$ cat config.mk
export PLATFORM = sky130hd
export DESIGN_NAME = sb_link_top
export DESIGN_NICKNAME = d
export VERILOG_FILES = /design/src/rtl/sb_link_pkg.sv /design/src/rtl/sb_byte_count.sv /design/src/rtl/sb_egress_serializer.sv /design/src/rtl/sb_ingress_deserializer.sv /design/src/rtl/sb_msg_filter.sv /design/src/rtl/sb_link_top.sv
export VERILOG_INCLUDE_DIRS = /design/src /design/src/include
export SDC_FILE = /design/constraint.sdc
export NUM_CORES = 1
export LEC_CHECK = 0
export ABC_CLOCK_PERIOD_IN_PS = 2600
export BUFFER_PORTS_ARGS = -buffer_cell sky130_fd_sc_hd__buf_2
export CAP_MARGIN = 20
export CELL_PAD_IN_SITES_DETAIL_PLACEMENT = 1
export CELL_PAD_IN_SITES_GLOBAL_PLACEMENT = 1
export CORE_ASPECT_RATIO = 0.5
export CORE_MARGIN = 2
export CORE_UTILIZATION = 42
export CTS_CLUSTER_DIAMETER = 100
export DETAILED_ROUTE_END_ITERATION = 16
export GPL_TIMING_DRIVEN = 0
export PLACE_DENSITY = 0.81
export SLEW_MARGIN = 0
export SYNTH_ARGS = -nofsm -noshare
export SYNTH_HDL_FRONTEND = slang
export SYNTH_SLANG_ARGS = --single-unit
$ cat constraint.sdc
create_clock -name side_clk -period 2.6 [get_ports side_clk]
set_input_delay 0.26 -clock side_clk [delete_from_list [all_inputs] [get_ports side_clk]]
set_output_delay 0.26 -clock side_clk [all_outputs]
set_load 0.01 [all_outputs]
$ cat src/include/sb_link_config.svh
`ifndef SB_LINK_CONFIG_SVH
`define SB_LINK_CONFIG_SVH

// --------------------------------------------------------------------------
// Sideband link build options
// --------------------------------------------------------------------------

// Width of one payload flit on the narrow channel
// Only 8 and 16 are meaningful, a dword then takes 4 or 2 flits
`define SB_PLD_BITS 8

// Port id of this endpoint
// Messages whose header dest differs are dropped whole by the filter
`define SB_LOCAL_PORT 8'h5A

`endif

$ cat src/rtl/sb_link_pkg.sv
`include "sb_link_config.svh"

package sb_link_pkg;

    // ----------------------------------------------------------------------
    // Dword views
    // ----------------------------------------------------------------------

    // Header layout of the first dword of every message, MSB first
    typedef struct packed {
        logic [7:0] dest;
        logic [7:0] src;
        logic [7:0] opcode;
        logic [2:0] tag;
        logic [4:0] rsvd;
    } sb_hdr_t;

    // The same 32 bits read either as plain data or as header fields
    typedef union packed {
        logic [31:0] raw;
        sb_hdr_t     hdr;
    } sb_dword_u;

    // One dword as it enters the serializer and leaves the deserializer
    typedef struct packed {
        sb_dword_u data;
        logic      eom;
    } sb_dword_t;

    // ----------------------------------------------------------------------
    // Channel and output beats
    // ----------------------------------------------------------------------

    // One flit on the narrow channel
    // Eom rides only on the final flit of the final dword of a message
    typedef struct packed {
        logic [`SB_PLD_BITS-1:0] pld;
        logic                    eom;
    } sb_flit_t;

    // A dword delivered to the local agent, tagged with its place in the message
    typedef struct packed {
        sb_dword_u data;
        logic      eom;
        logic      is_header;
    } sb_rx_t;

endpackage

$ cat src/rtl/sb_byte_count.sv
`timescale 1ns/1ps
`include "sb_link_config.svh"

module sb_byte_count #(
    parameter int pld_bits = `SB_PLD_BITS
) (
    input  logic side_clk,
    input  logic side_rst_b,
    input  logic valid,
    output logic first_byte,
    output logic second_byte,
    output logic third_byte,
    output logic last_byte
);

    // The final flit of a dword has count 3 at 8 bits and count 1 at 16 bits
    localparam logic [1:0] last_cnt = 2'((32 / pld_bits) - 1);

    logic [1:0] byte_count;

    // Position marks come straight from the count
    // At 16 bits the second flit is already the last one, so the third mark
    // points at count 1 there as well
    always_comb
    begin
        second_byte = (byte_count == 2'd1);
        if (pld_bits == 16)
            third_byte = (byte_count == 2'd1);
        else
            third_byte = (byte_count == 2'd2);
        last_byte = (byte_count == last_cnt);
    end

    // The first mark is qualified so it pulses only for a real transfer
    assign first_byte = (byte_count == 2'd0) & valid;

    // Step on every transfer and wrap back to zero after the final flit
    always_ff @(posedge side_clk or negedge side_rst_b)
    begin
        if (!side_rst_b)
        begin
            byte_count <= 2'd0;
        end
        else if (valid)
        begin
            if (last_byte)
                byte_count <= 2'd0;
            else
                byte_count <= byte_count + 2'd1;
        end
    end

    // With four flits per dword the first and last slot can never overlap
    if (pld_bits == 8)
    begin : g_chk
        a_first_not_last: assert property (@(posedge side_clk) disable iff (!side_rst_b)
            !(first_byte && last_byte));
    end

endmodule

$ cat src/rtl/sb_egress_serializer.sv
`timescale 1ns/1ps
`include "sb_link_config.svh"

module sb_egress_serializer (
    input  logic                   side_clk,
    input  logic                   side_rst_b,
    input  logic                   tx_valid,
    output logic                   tx_ready,
    input  sb_link_pkg::sb_dword_t tx_data,
    output logic                   flit_valid,
    input  logic                   flit_ready,
    output sb_link_pkg::sb_flit_t  flit
);

    import sb_link_pkg::*;

    localparam int         pld_w      = `SB_PLD_BITS;
    // Index of the final slice of a dword
    localparam logic [1:0] last_slice = 2'((32 / pld_w) - 1);

    logic        busy;
    logic [1:0]  slice_cnt;
    logic [31:0] shreg;
    logic        dw_eom;
    logic        tx_xfer;
    logic        flit_xfer;

    assign tx_xfer   = tx_valid & tx_ready;
    assign flit_xfer = flit_valid & flit_ready;

    // Only one dword is held, a new one is taken once the last slice is gone
    assign tx_ready   = ~busy;
    assign flit_valid = busy;

    // The lowest slice of the shift register is always the one on the wire
    assign flit.pld = shreg[pld_w-1:0];
    // Eom of the dword marks only its final slice
    assign flit.eom = dw_eom & (slice_cnt == last_slice);

    // ----------------------------------------------------------------------
    // Control
    // ----------------------------------------------------------------------

    always_ff @(posedge side_clk or negedge side_rst_b)
    begin
        if (!side_rst_b)
        begin
            busy      <= 1'b0;
            slice_cnt <= 2'd0;
        end
        else if (tx_xfer)
        begin
            busy      <= 1'b1;
            slice_cnt <= 2'd0;
        end
        else if (flit_xfer)
        begin
            // Dropping busy after the final slice reopens tx_ready next cycle
            if (slice_cnt == last_slice)
                busy <= 1'b0;
            slice_cnt <= slice_cnt + 2'd1;
        end
    end

    // ----------------------------------------------------------------------
    // Payload
    // ----------------------------------------------------------------------

    always_ff @(posedge side_clk)
    begin
        if (tx_xfer)
        begin
            shreg  <= tx_data.data.raw;
            dw_eom <= tx_data.eom;
        end
        else if (flit_xfer)
        begin
            // Move the next slice down into the output position
            shreg <= shreg >> pld_w;
        end
    end

    // A stalled flit must not change under the receiver
    a_flit_stable: assert property (@(posedge side_clk) disable iff (!side_rst_b)
        (flit_valid && !flit_ready) |=> $stable(flit));

endmodule

$ cat src/rtl/sb_ingress_deserializer.sv
`timescale 1ns/1ps
`include "sb_link_config.svh"

module sb_ingress_deserializer (
    input  logic                   side_clk,
    input  logic                   side_rst_b,
    input  logic                   flit_valid,
    output logic                   flit_ready,
    input  sb_link_pkg::sb_flit_t  flit,
    output logic                   dw_valid,
    input  logic                   dw_ready,
    output sb_link_pkg::sb_dword_t dw
);

    import sb_link_pkg::*;

    localparam int pld_w = `SB_PLD_BITS;
    localparam int flits = 32 / pld_w;

    logic                       flit_xfer;
    logic                       first_byte;
    logic                       second_byte;
    logic                       third_byte;
    logic                       last_byte;
    logic [3:0]                 slot_mark;
    logic [flits-1:0][pld_w-1:0] asm_q;
    logic                       eom_q;
    logic                       full;

    assign flit_xfer = flit_valid & flit_ready;

    // Flit position within the dword being rebuilt
    sb_byte_count #(
        .pld_bits    (pld_w)
    ) sb_byte_count_i (
        .side_clk    (side_clk),
        .side_rst_b  (side_rst_b),
        .valid       (flit_xfer),
        .first_byte  (first_byte),
        .second_byte (second_byte),
        .third_byte  (third_byte),
        .last_byte   (last_byte)
    );

    // Slot marks, lowest slot first
    // At 16 bits only slot 0 and the last mark are needed
    assign slot_mark = {last_byte, third_byte, second_byte, first_byte};

    // No new flit is taken while a finished dword waits for the filter
    assign flit_ready = ~full;
    assign dw_valid   = full;

    assign dw.data.raw = asm_q;
    assign dw.eom      = eom_q;

    // ----------------------------------------------------------------------
    // Assembly
    // ----------------------------------------------------------------------

    always_ff @(posedge side_clk)
    begin
        if (flit_xfer)
        begin
            for (int k = 0; k < flits; k++)
            begin
                // The final slot always follows the last mark
                if ((k == flits - 1) ? slot_mark[3] : slot_mark[k])
                    asm_q[k] <= flit.pld;
            end
            if (last_byte)
                eom_q <= flit.eom;
        end
    end

    always_ff @(posedge side_clk or negedge side_rst_b)
    begin
        if (!side_rst_b)
            full <= 1'b0;
        else if (flit_xfer && last_byte)
            full <= 1'b1;
        else if (dw_ready)
            full <= 1'b0;
    end

    // Sender and receiver must agree on where a dword ends
    a_eom_on_last: assert property (@(posedge side_clk) disable iff (!side_rst_b)
        (flit_xfer && flit.eom) |-> last_byte);

endmodule

$ cat src/rtl/sb_msg_filter.sv
`timescale 1ns/1ps
`include "sb_link_config.svh"

module sb_msg_filter (
    input  logic                   side_clk,
    input  logic                   side_rst_b,
    input  logic                   dw_valid,
    output logic                   dw_ready,
    input  sb_link_pkg::sb_dword_t dw,
    output logic                   rx_valid,
    input  logic                   rx_ready,
    output sb_link_pkg::sb_rx_t    rx_data
);

    import sb_link_pkg::*;

    logic sop;
    logic keep;
    logic dest_hit;
    logic pass;
    logic dw_xfer;

    // ----------------------------------------------------------------------
    // Header decode
    // ----------------------------------------------------------------------

    // Only meaningful when sop is set, the union is then read as a header
    assign dest_hit = (dw.data.hdr.dest == `SB_LOCAL_PORT);

    // The header decides for itself, later dwords reuse the stored result
    assign pass = sop ? dest_hit : keep;

    // The output register can take a dword if it is empty or draining now
    // Dropped dwords go through the same handshake and simply vanish
    assign dw_ready = ~rx_valid | rx_ready;
    assign dw_xfer  = dw_valid & dw_ready;

    // ----------------------------------------------------------------------
    // Message tracking
    // ----------------------------------------------------------------------

    always_ff @(posedge side_clk or negedge side_rst_b)
    begin
        if (!side_rst_b)
        begin
            sop  <= 1'b1;
            keep <= 1'b0;
        end
        else if (dw_xfer)
        begin
            // Whatever follows an eom is the header of the next message
            sop <= dw.eom;
            if (sop)
                keep <= dest_hit;
        end
    end

    // ----------------------------------------------------------------------
    // Output register
    // ----------------------------------------------------------------------

    always_ff @(posedge side_clk or negedge side_rst_b)
    begin
        if (!side_rst_b)
            rx_valid <= 1'b0;
        else if (dw_xfer && pass)
            rx_valid <= 1'b1;
        else if (rx_ready)
            rx_valid <= 1'b0;
    end

    always_ff @(posedge side_clk)
    begin
        if (dw_xfer && pass)
        begin
            rx_data.data      <= dw.data;
            rx_data.eom       <= dw.eom;
            rx_data.is_header <= sop;
        end
    end

    // Held output stays put until the agent takes it
    a_rx_stable: assert property (@(posedge side_clk) disable iff (!side_rst_b)
        (rx_valid && !rx_ready) |=> (rx_valid && $stable(rx_data)));

endmodule

$ cat src/rtl/sb_link_top.sv
`timescale 1ns/1ps

module sb_link_top (
    input  logic                   side_clk,
    input  logic                   side_rst_b,
    input  logic                   tx_valid,
    output logic                   tx_ready,
    input  sb_link_pkg::sb_dword_t tx_data,
    output logic                   rx_valid,
    input  logic                   rx_ready,
    output sb_link_pkg::sb_rx_t    rx_data
);

    import sb_link_pkg::*;

    // Narrow channel between egress and ingress
    logic      flit_valid;
    logic      flit_ready;
    sb_flit_t  flit;

    // Rebuilt dwords on their way to the filter
    logic      dw_valid;
    logic      dw_ready;
    sb_dword_t dw;

    // ----------------------------------------------------------------------
    // Egress, looped straight back into ingress
    // ----------------------------------------------------------------------

    sb_egress_serializer sb_egress_serializer_i (
        .side_clk   (side_clk),
        .side_rst_b (side_rst_b),
        .tx_valid   (tx_valid),
        .tx_ready   (tx_ready),
        .tx_data    (tx_data),
        .flit_valid (flit_valid),
        .flit_ready (flit_ready),
        .flit       (flit)
    );

    sb_ingress_deserializer sb_ingress_deserializer_i (
        .side_clk   (side_clk),
        .side_rst_b (side_rst_b),
        .flit_valid (flit_valid),
        .flit_ready (flit_ready),
        .flit       (flit),
        .dw_valid   (dw_valid),
        .dw_ready   (dw_ready),
        .dw         (dw)
    );

    // Local messages only reach the agent
    sb_msg_filter sb_msg_filter_i (
        .side_clk   (side_clk),
        .side_rst_b (side_rst_b),
        .dw_valid   (dw_valid),
        .dw_ready   (dw_ready),
        .dw         (dw),
        .rx_valid   (rx_valid),
        .rx_ready   (rx_ready),
        .rx_data    (rx_data)
    );

endmodule

==> summary.md <==
| Metric | Value |
|---|---|
| Status | finished clean |
| Iteration-0 DRC count of the detailed router | 54 |
| Final design area excluding fillers | 4783 um2 |
| Maximum number of pins on one net before global-route repair | 35 |
| Synth cell types | 22 |
| Synth Flop Type | edfxtp_1 |
| Vias per Instance | 4.621 |
| Number of nets still failing antenna checks after routing | 0 |
| Clock tree from TritonCTS | done |
| Die H | 72.58 um |
| Hold path cells | 1 |
| Maximum clock frequency | 0.4581 GHz |
| Path class of the lowest-slack min-delay path | input port to flip-flop |
| Max-Slew Margin vs Limit | 0.3926 |
| Endpoint of the worst-slack reg-to-reg timing path | sb_msg_filter_i.rx_data[21]$_DFFE_PP_ |
| Main area contributors after synthesis | edfxtp_1 76%, mux2_4 7.6%, dfrtp_1 5.1% |
| Count of final setup violators | 0 |
| Area share of the largest cell type after synthesis | 0.7602 |
| Number of register bits inferred by synthesis | 109 |
| Total via count after detailed routing | 1816 |
| Level count of the clock H-tree | 3 |
| Later-pin clock latency in the skew report | 0.35 ns |
| Final period util | 0.8396 |
| Layout overhead on the synthesized area | 21.10% |
| Data required time of the worst path | 2.57 ns |
| Overflow left after global routing | 0 |
| CTS Root Cell | clkbuf_16 |
| Chip Width | 141.2 um |
| Core region area | 8919 um2 |
| Layout net count | 313 |
| Drc violations | 0 |
| Clock transition at the registers of the reported paths | 0.07 ns |
| Most repeated cell in the gate-level netlist after synthesis | edfxtp_1 |
| Largest clock skew in the final design | 0.008398 ns |
| Type of origin of the critical path | flip-flop |
| Number of resized instances in the post-cts repair step | 0 |
| Detail Placement HPWL | 4760 um |
| Post-layout min period | 2.183 ns |
| Row count | 24 |
| Routed length per placed instance | 16.87 um |
| Minimum setup slack among reg-to-reg paths | 0.42 ns |
| Sum of routed wire length over all layers | 6630 um |
| Setup repair after global routing missed its margin | no |
| Crit. Startpoint | sb_ingress_deserializer_i.dw[27]$_DFFE_PP_ |
| Number of antenna violations at the first check in global routing | 0 |
| Static Leak | 0.001855 uW |
| Total of buffers placed on input and output ports | 72 |
| Fraction of final layout cells with drive strength greater than 1 | 0.4275 |
| EDFF count, synth | 100 |
| Cell count after placement | 376 |
| Number of nets in the synthesized netlist | 229 |
| Worst setup EP type | flip-flop |
| Worst EP arrival | 2.15 ns |
| Worst-Margin Slew | 0.9089 ns |
| Max-cap viol count | 0 |
| Power, Total | 5375 uW |
| Yosys warning total | 0 |
| Worst Hold Slack | 0.08723 ns |
| Synthesized instance count | 187 |
| Cell area after synthesis | 3950 um2 |
| Hold violation total from the final report | 0 |
| CTS Buffer Depth | 2 |
| Post-route non-filler standard cell count | 393 |
| End of the worst hold path | sb_egress_serializer_i.dw_eom$_DFFE_PP_ |
| Reg-to-reg critical path startpoint | sb_ingress_deserializer_i.dw[27]$_DFFE_PP_ |
| Number of clock sinks seen by CTS | 109 |
| GRT Total Usage | 0.1406 |
| Final weighted congestion of routability-driven global placement | 0.7289 |
| Mapped Avg Cell Area | 21.12 um2 |
| Cell area after placement | 4467 um2 |
| Reg2Reg Depth | 3 |
| IR drop worst, VDD | 0.4654 mV |
| Share of synthesized area occupied by flip-flops and latches | 0.8175 |
| Crit Path Category | flip-flop to flip-flop |
| Setup_tns | 0 ns |
| Antenna cells | 0 |
| Async set-reset flop share out of synthesis | 0.08257 |
| First-pass iteration count of the detailed router | 4 |
| I/O pin count | 73 |
| Min-Delay Startpoint | tx_data[0] |
| Clock buffers created by TritonCTS | 9 |
| Commonest cells in the synthesized netlist | 100 x edfxtp_1, 20 x mux2_4, 13 x and2_1 |
| Final-report max-slew violation count | 0 |
| Area enclosed by the die boundary | 10240 um2 |
| Number of global-route vias before repair | 1958 |
| Cell type contributing the most total cell area after synthesis | edfxtp_1 |
| Pwr per Cell Area | 1124 nW/um2 |
| Starting density of the core | 0.4429 |
| Wire length of the first global-routing pass | 10460 um |
| Crit path max fanout | 34 |
[how the worst max path moves through the flow]
stage / to / slack (ns) / depth (start not counted)
CTS: sb_msg_filter_i.rx_data[3]$_DFFE_PP_ / 0.36 / 3
floorplan: sb_msg_filter_i.rx_data[0]$_DFFE_PP_ / 0.44 / 3
detailed placement: sb_msg_filter_i.rx_data[2]$_DFFE_PP_ / 0.36 / 3
finish: sb_msg_filter_i.rx_data[21]$_DFFE_PP_ / 0.42 / 3
global placement: sb_msg_filter_i.rx_data[4]$_DFFE_PP_ / 0.003 / 3
global route: sb_msg_filter_i.rx_data[26]$_DFFE_PP_ / 0.19 / 3
[cells in the final DEF (no fill, tap or decap), drive strengths merged, types with 2 or more instances in the layout]
cell,n
nand2b,3
a31oi,2
nor4bb,2
ha,5
mux2,25
clkbuf,10
buf,76
nand2,4
edfxtp,100
mux2i,2
inv,9
nor2b,2
dfrtp,8
and2,13
o21ai,4
nor2,2
[critical path, stage by stage (launching register included)]
cell and delay (ns):
edfxtp_1 0.40, nor4bb_1 0.43, a31oi_1 0.24, nor2_4 0.74
[registers in the layout, indices dropped and copies added, names as in the netlist]
name                                                  flops
sb_ingress_deserializer_i.sb_byte_count_i.byte_count      2
sb_ingress_deserializer_i.eom_q                           1
sb_msg_filter_i.rx_valid                                  1
sb_egress_serializer_i.dw_eom                             1
sb_egress_serializer_i.shreg                             32
sb_egress_serializer_i.slice_cnt                          2
sb_msg_filter_i.rx_data                                  34
sb_msg_filter_i.keep                                      1
sb_ingress_deserializer_i.dw                             32
sb_msg_filter_i.sop                                       1
sb_ingress_deserializer_i.dw_valid                        1
sb_egress_serializer_i.flit_valid                         1
[through the flow]
stage	setup WS [ns]	utilization
after floorplan	0.4363	-
after global placement	0.003347	0.5000
after detailed placement	0.3618	0.5008
after CTS	0.3554	0.5363
after global routing	0.1900	0.5363
final	0.4171	0.5363
[logic make-up after synthesis]
family,Yosys count,synth area share
flip-flops,109,0.8175
adder cells (fa/ha/maj),5,0.01584
multiplexers,27,0.09534
AND/OR/NAND/NOR,29,0.04403
AO/OA/AOI/OAI,7,0.01014
buffers and inverters,10,0.01710
[layout make-up]
| class | instances | area, um2 |
|---|---|---|
| fillers | 843 | 4135 |
| flip-flops and latches | 109 | 3229 |
| multi-input cells | 68 | 663.1 |
| repair buffers | 73 | 370.4 |
| clock buffers | 10 | 229.0 |
| well taps | 117 | 146.4 |
| clock inverters | 6 | 77.57 |
| plain buffers | 4 | 45.04 |
| inverters | 6 | 22.52 |
[timing repair]
action | CTS | global route
buffers inserted | 0 | 0
endpoints found under the hold margin | 9 | 0
hold buffers | 1 | 0
[where the power goes]
group | switching, uW | internal [uW]
logic | 515 | 434
registers | 262 | 2780
clock network | 620 | 766
total | 1400 | 3980
[routing by layer]
metal  global-route usage  vias to the layer above  share of wire
met5                    0                        -              0
met4              0.05667                        0          0.018
met3              0.04396                       14          0.046
met2               0.2551                       53           0.52
met1               0.1584                      877           0.42
li1                     -                      872              -
Power figures use the tool's default switching activity.
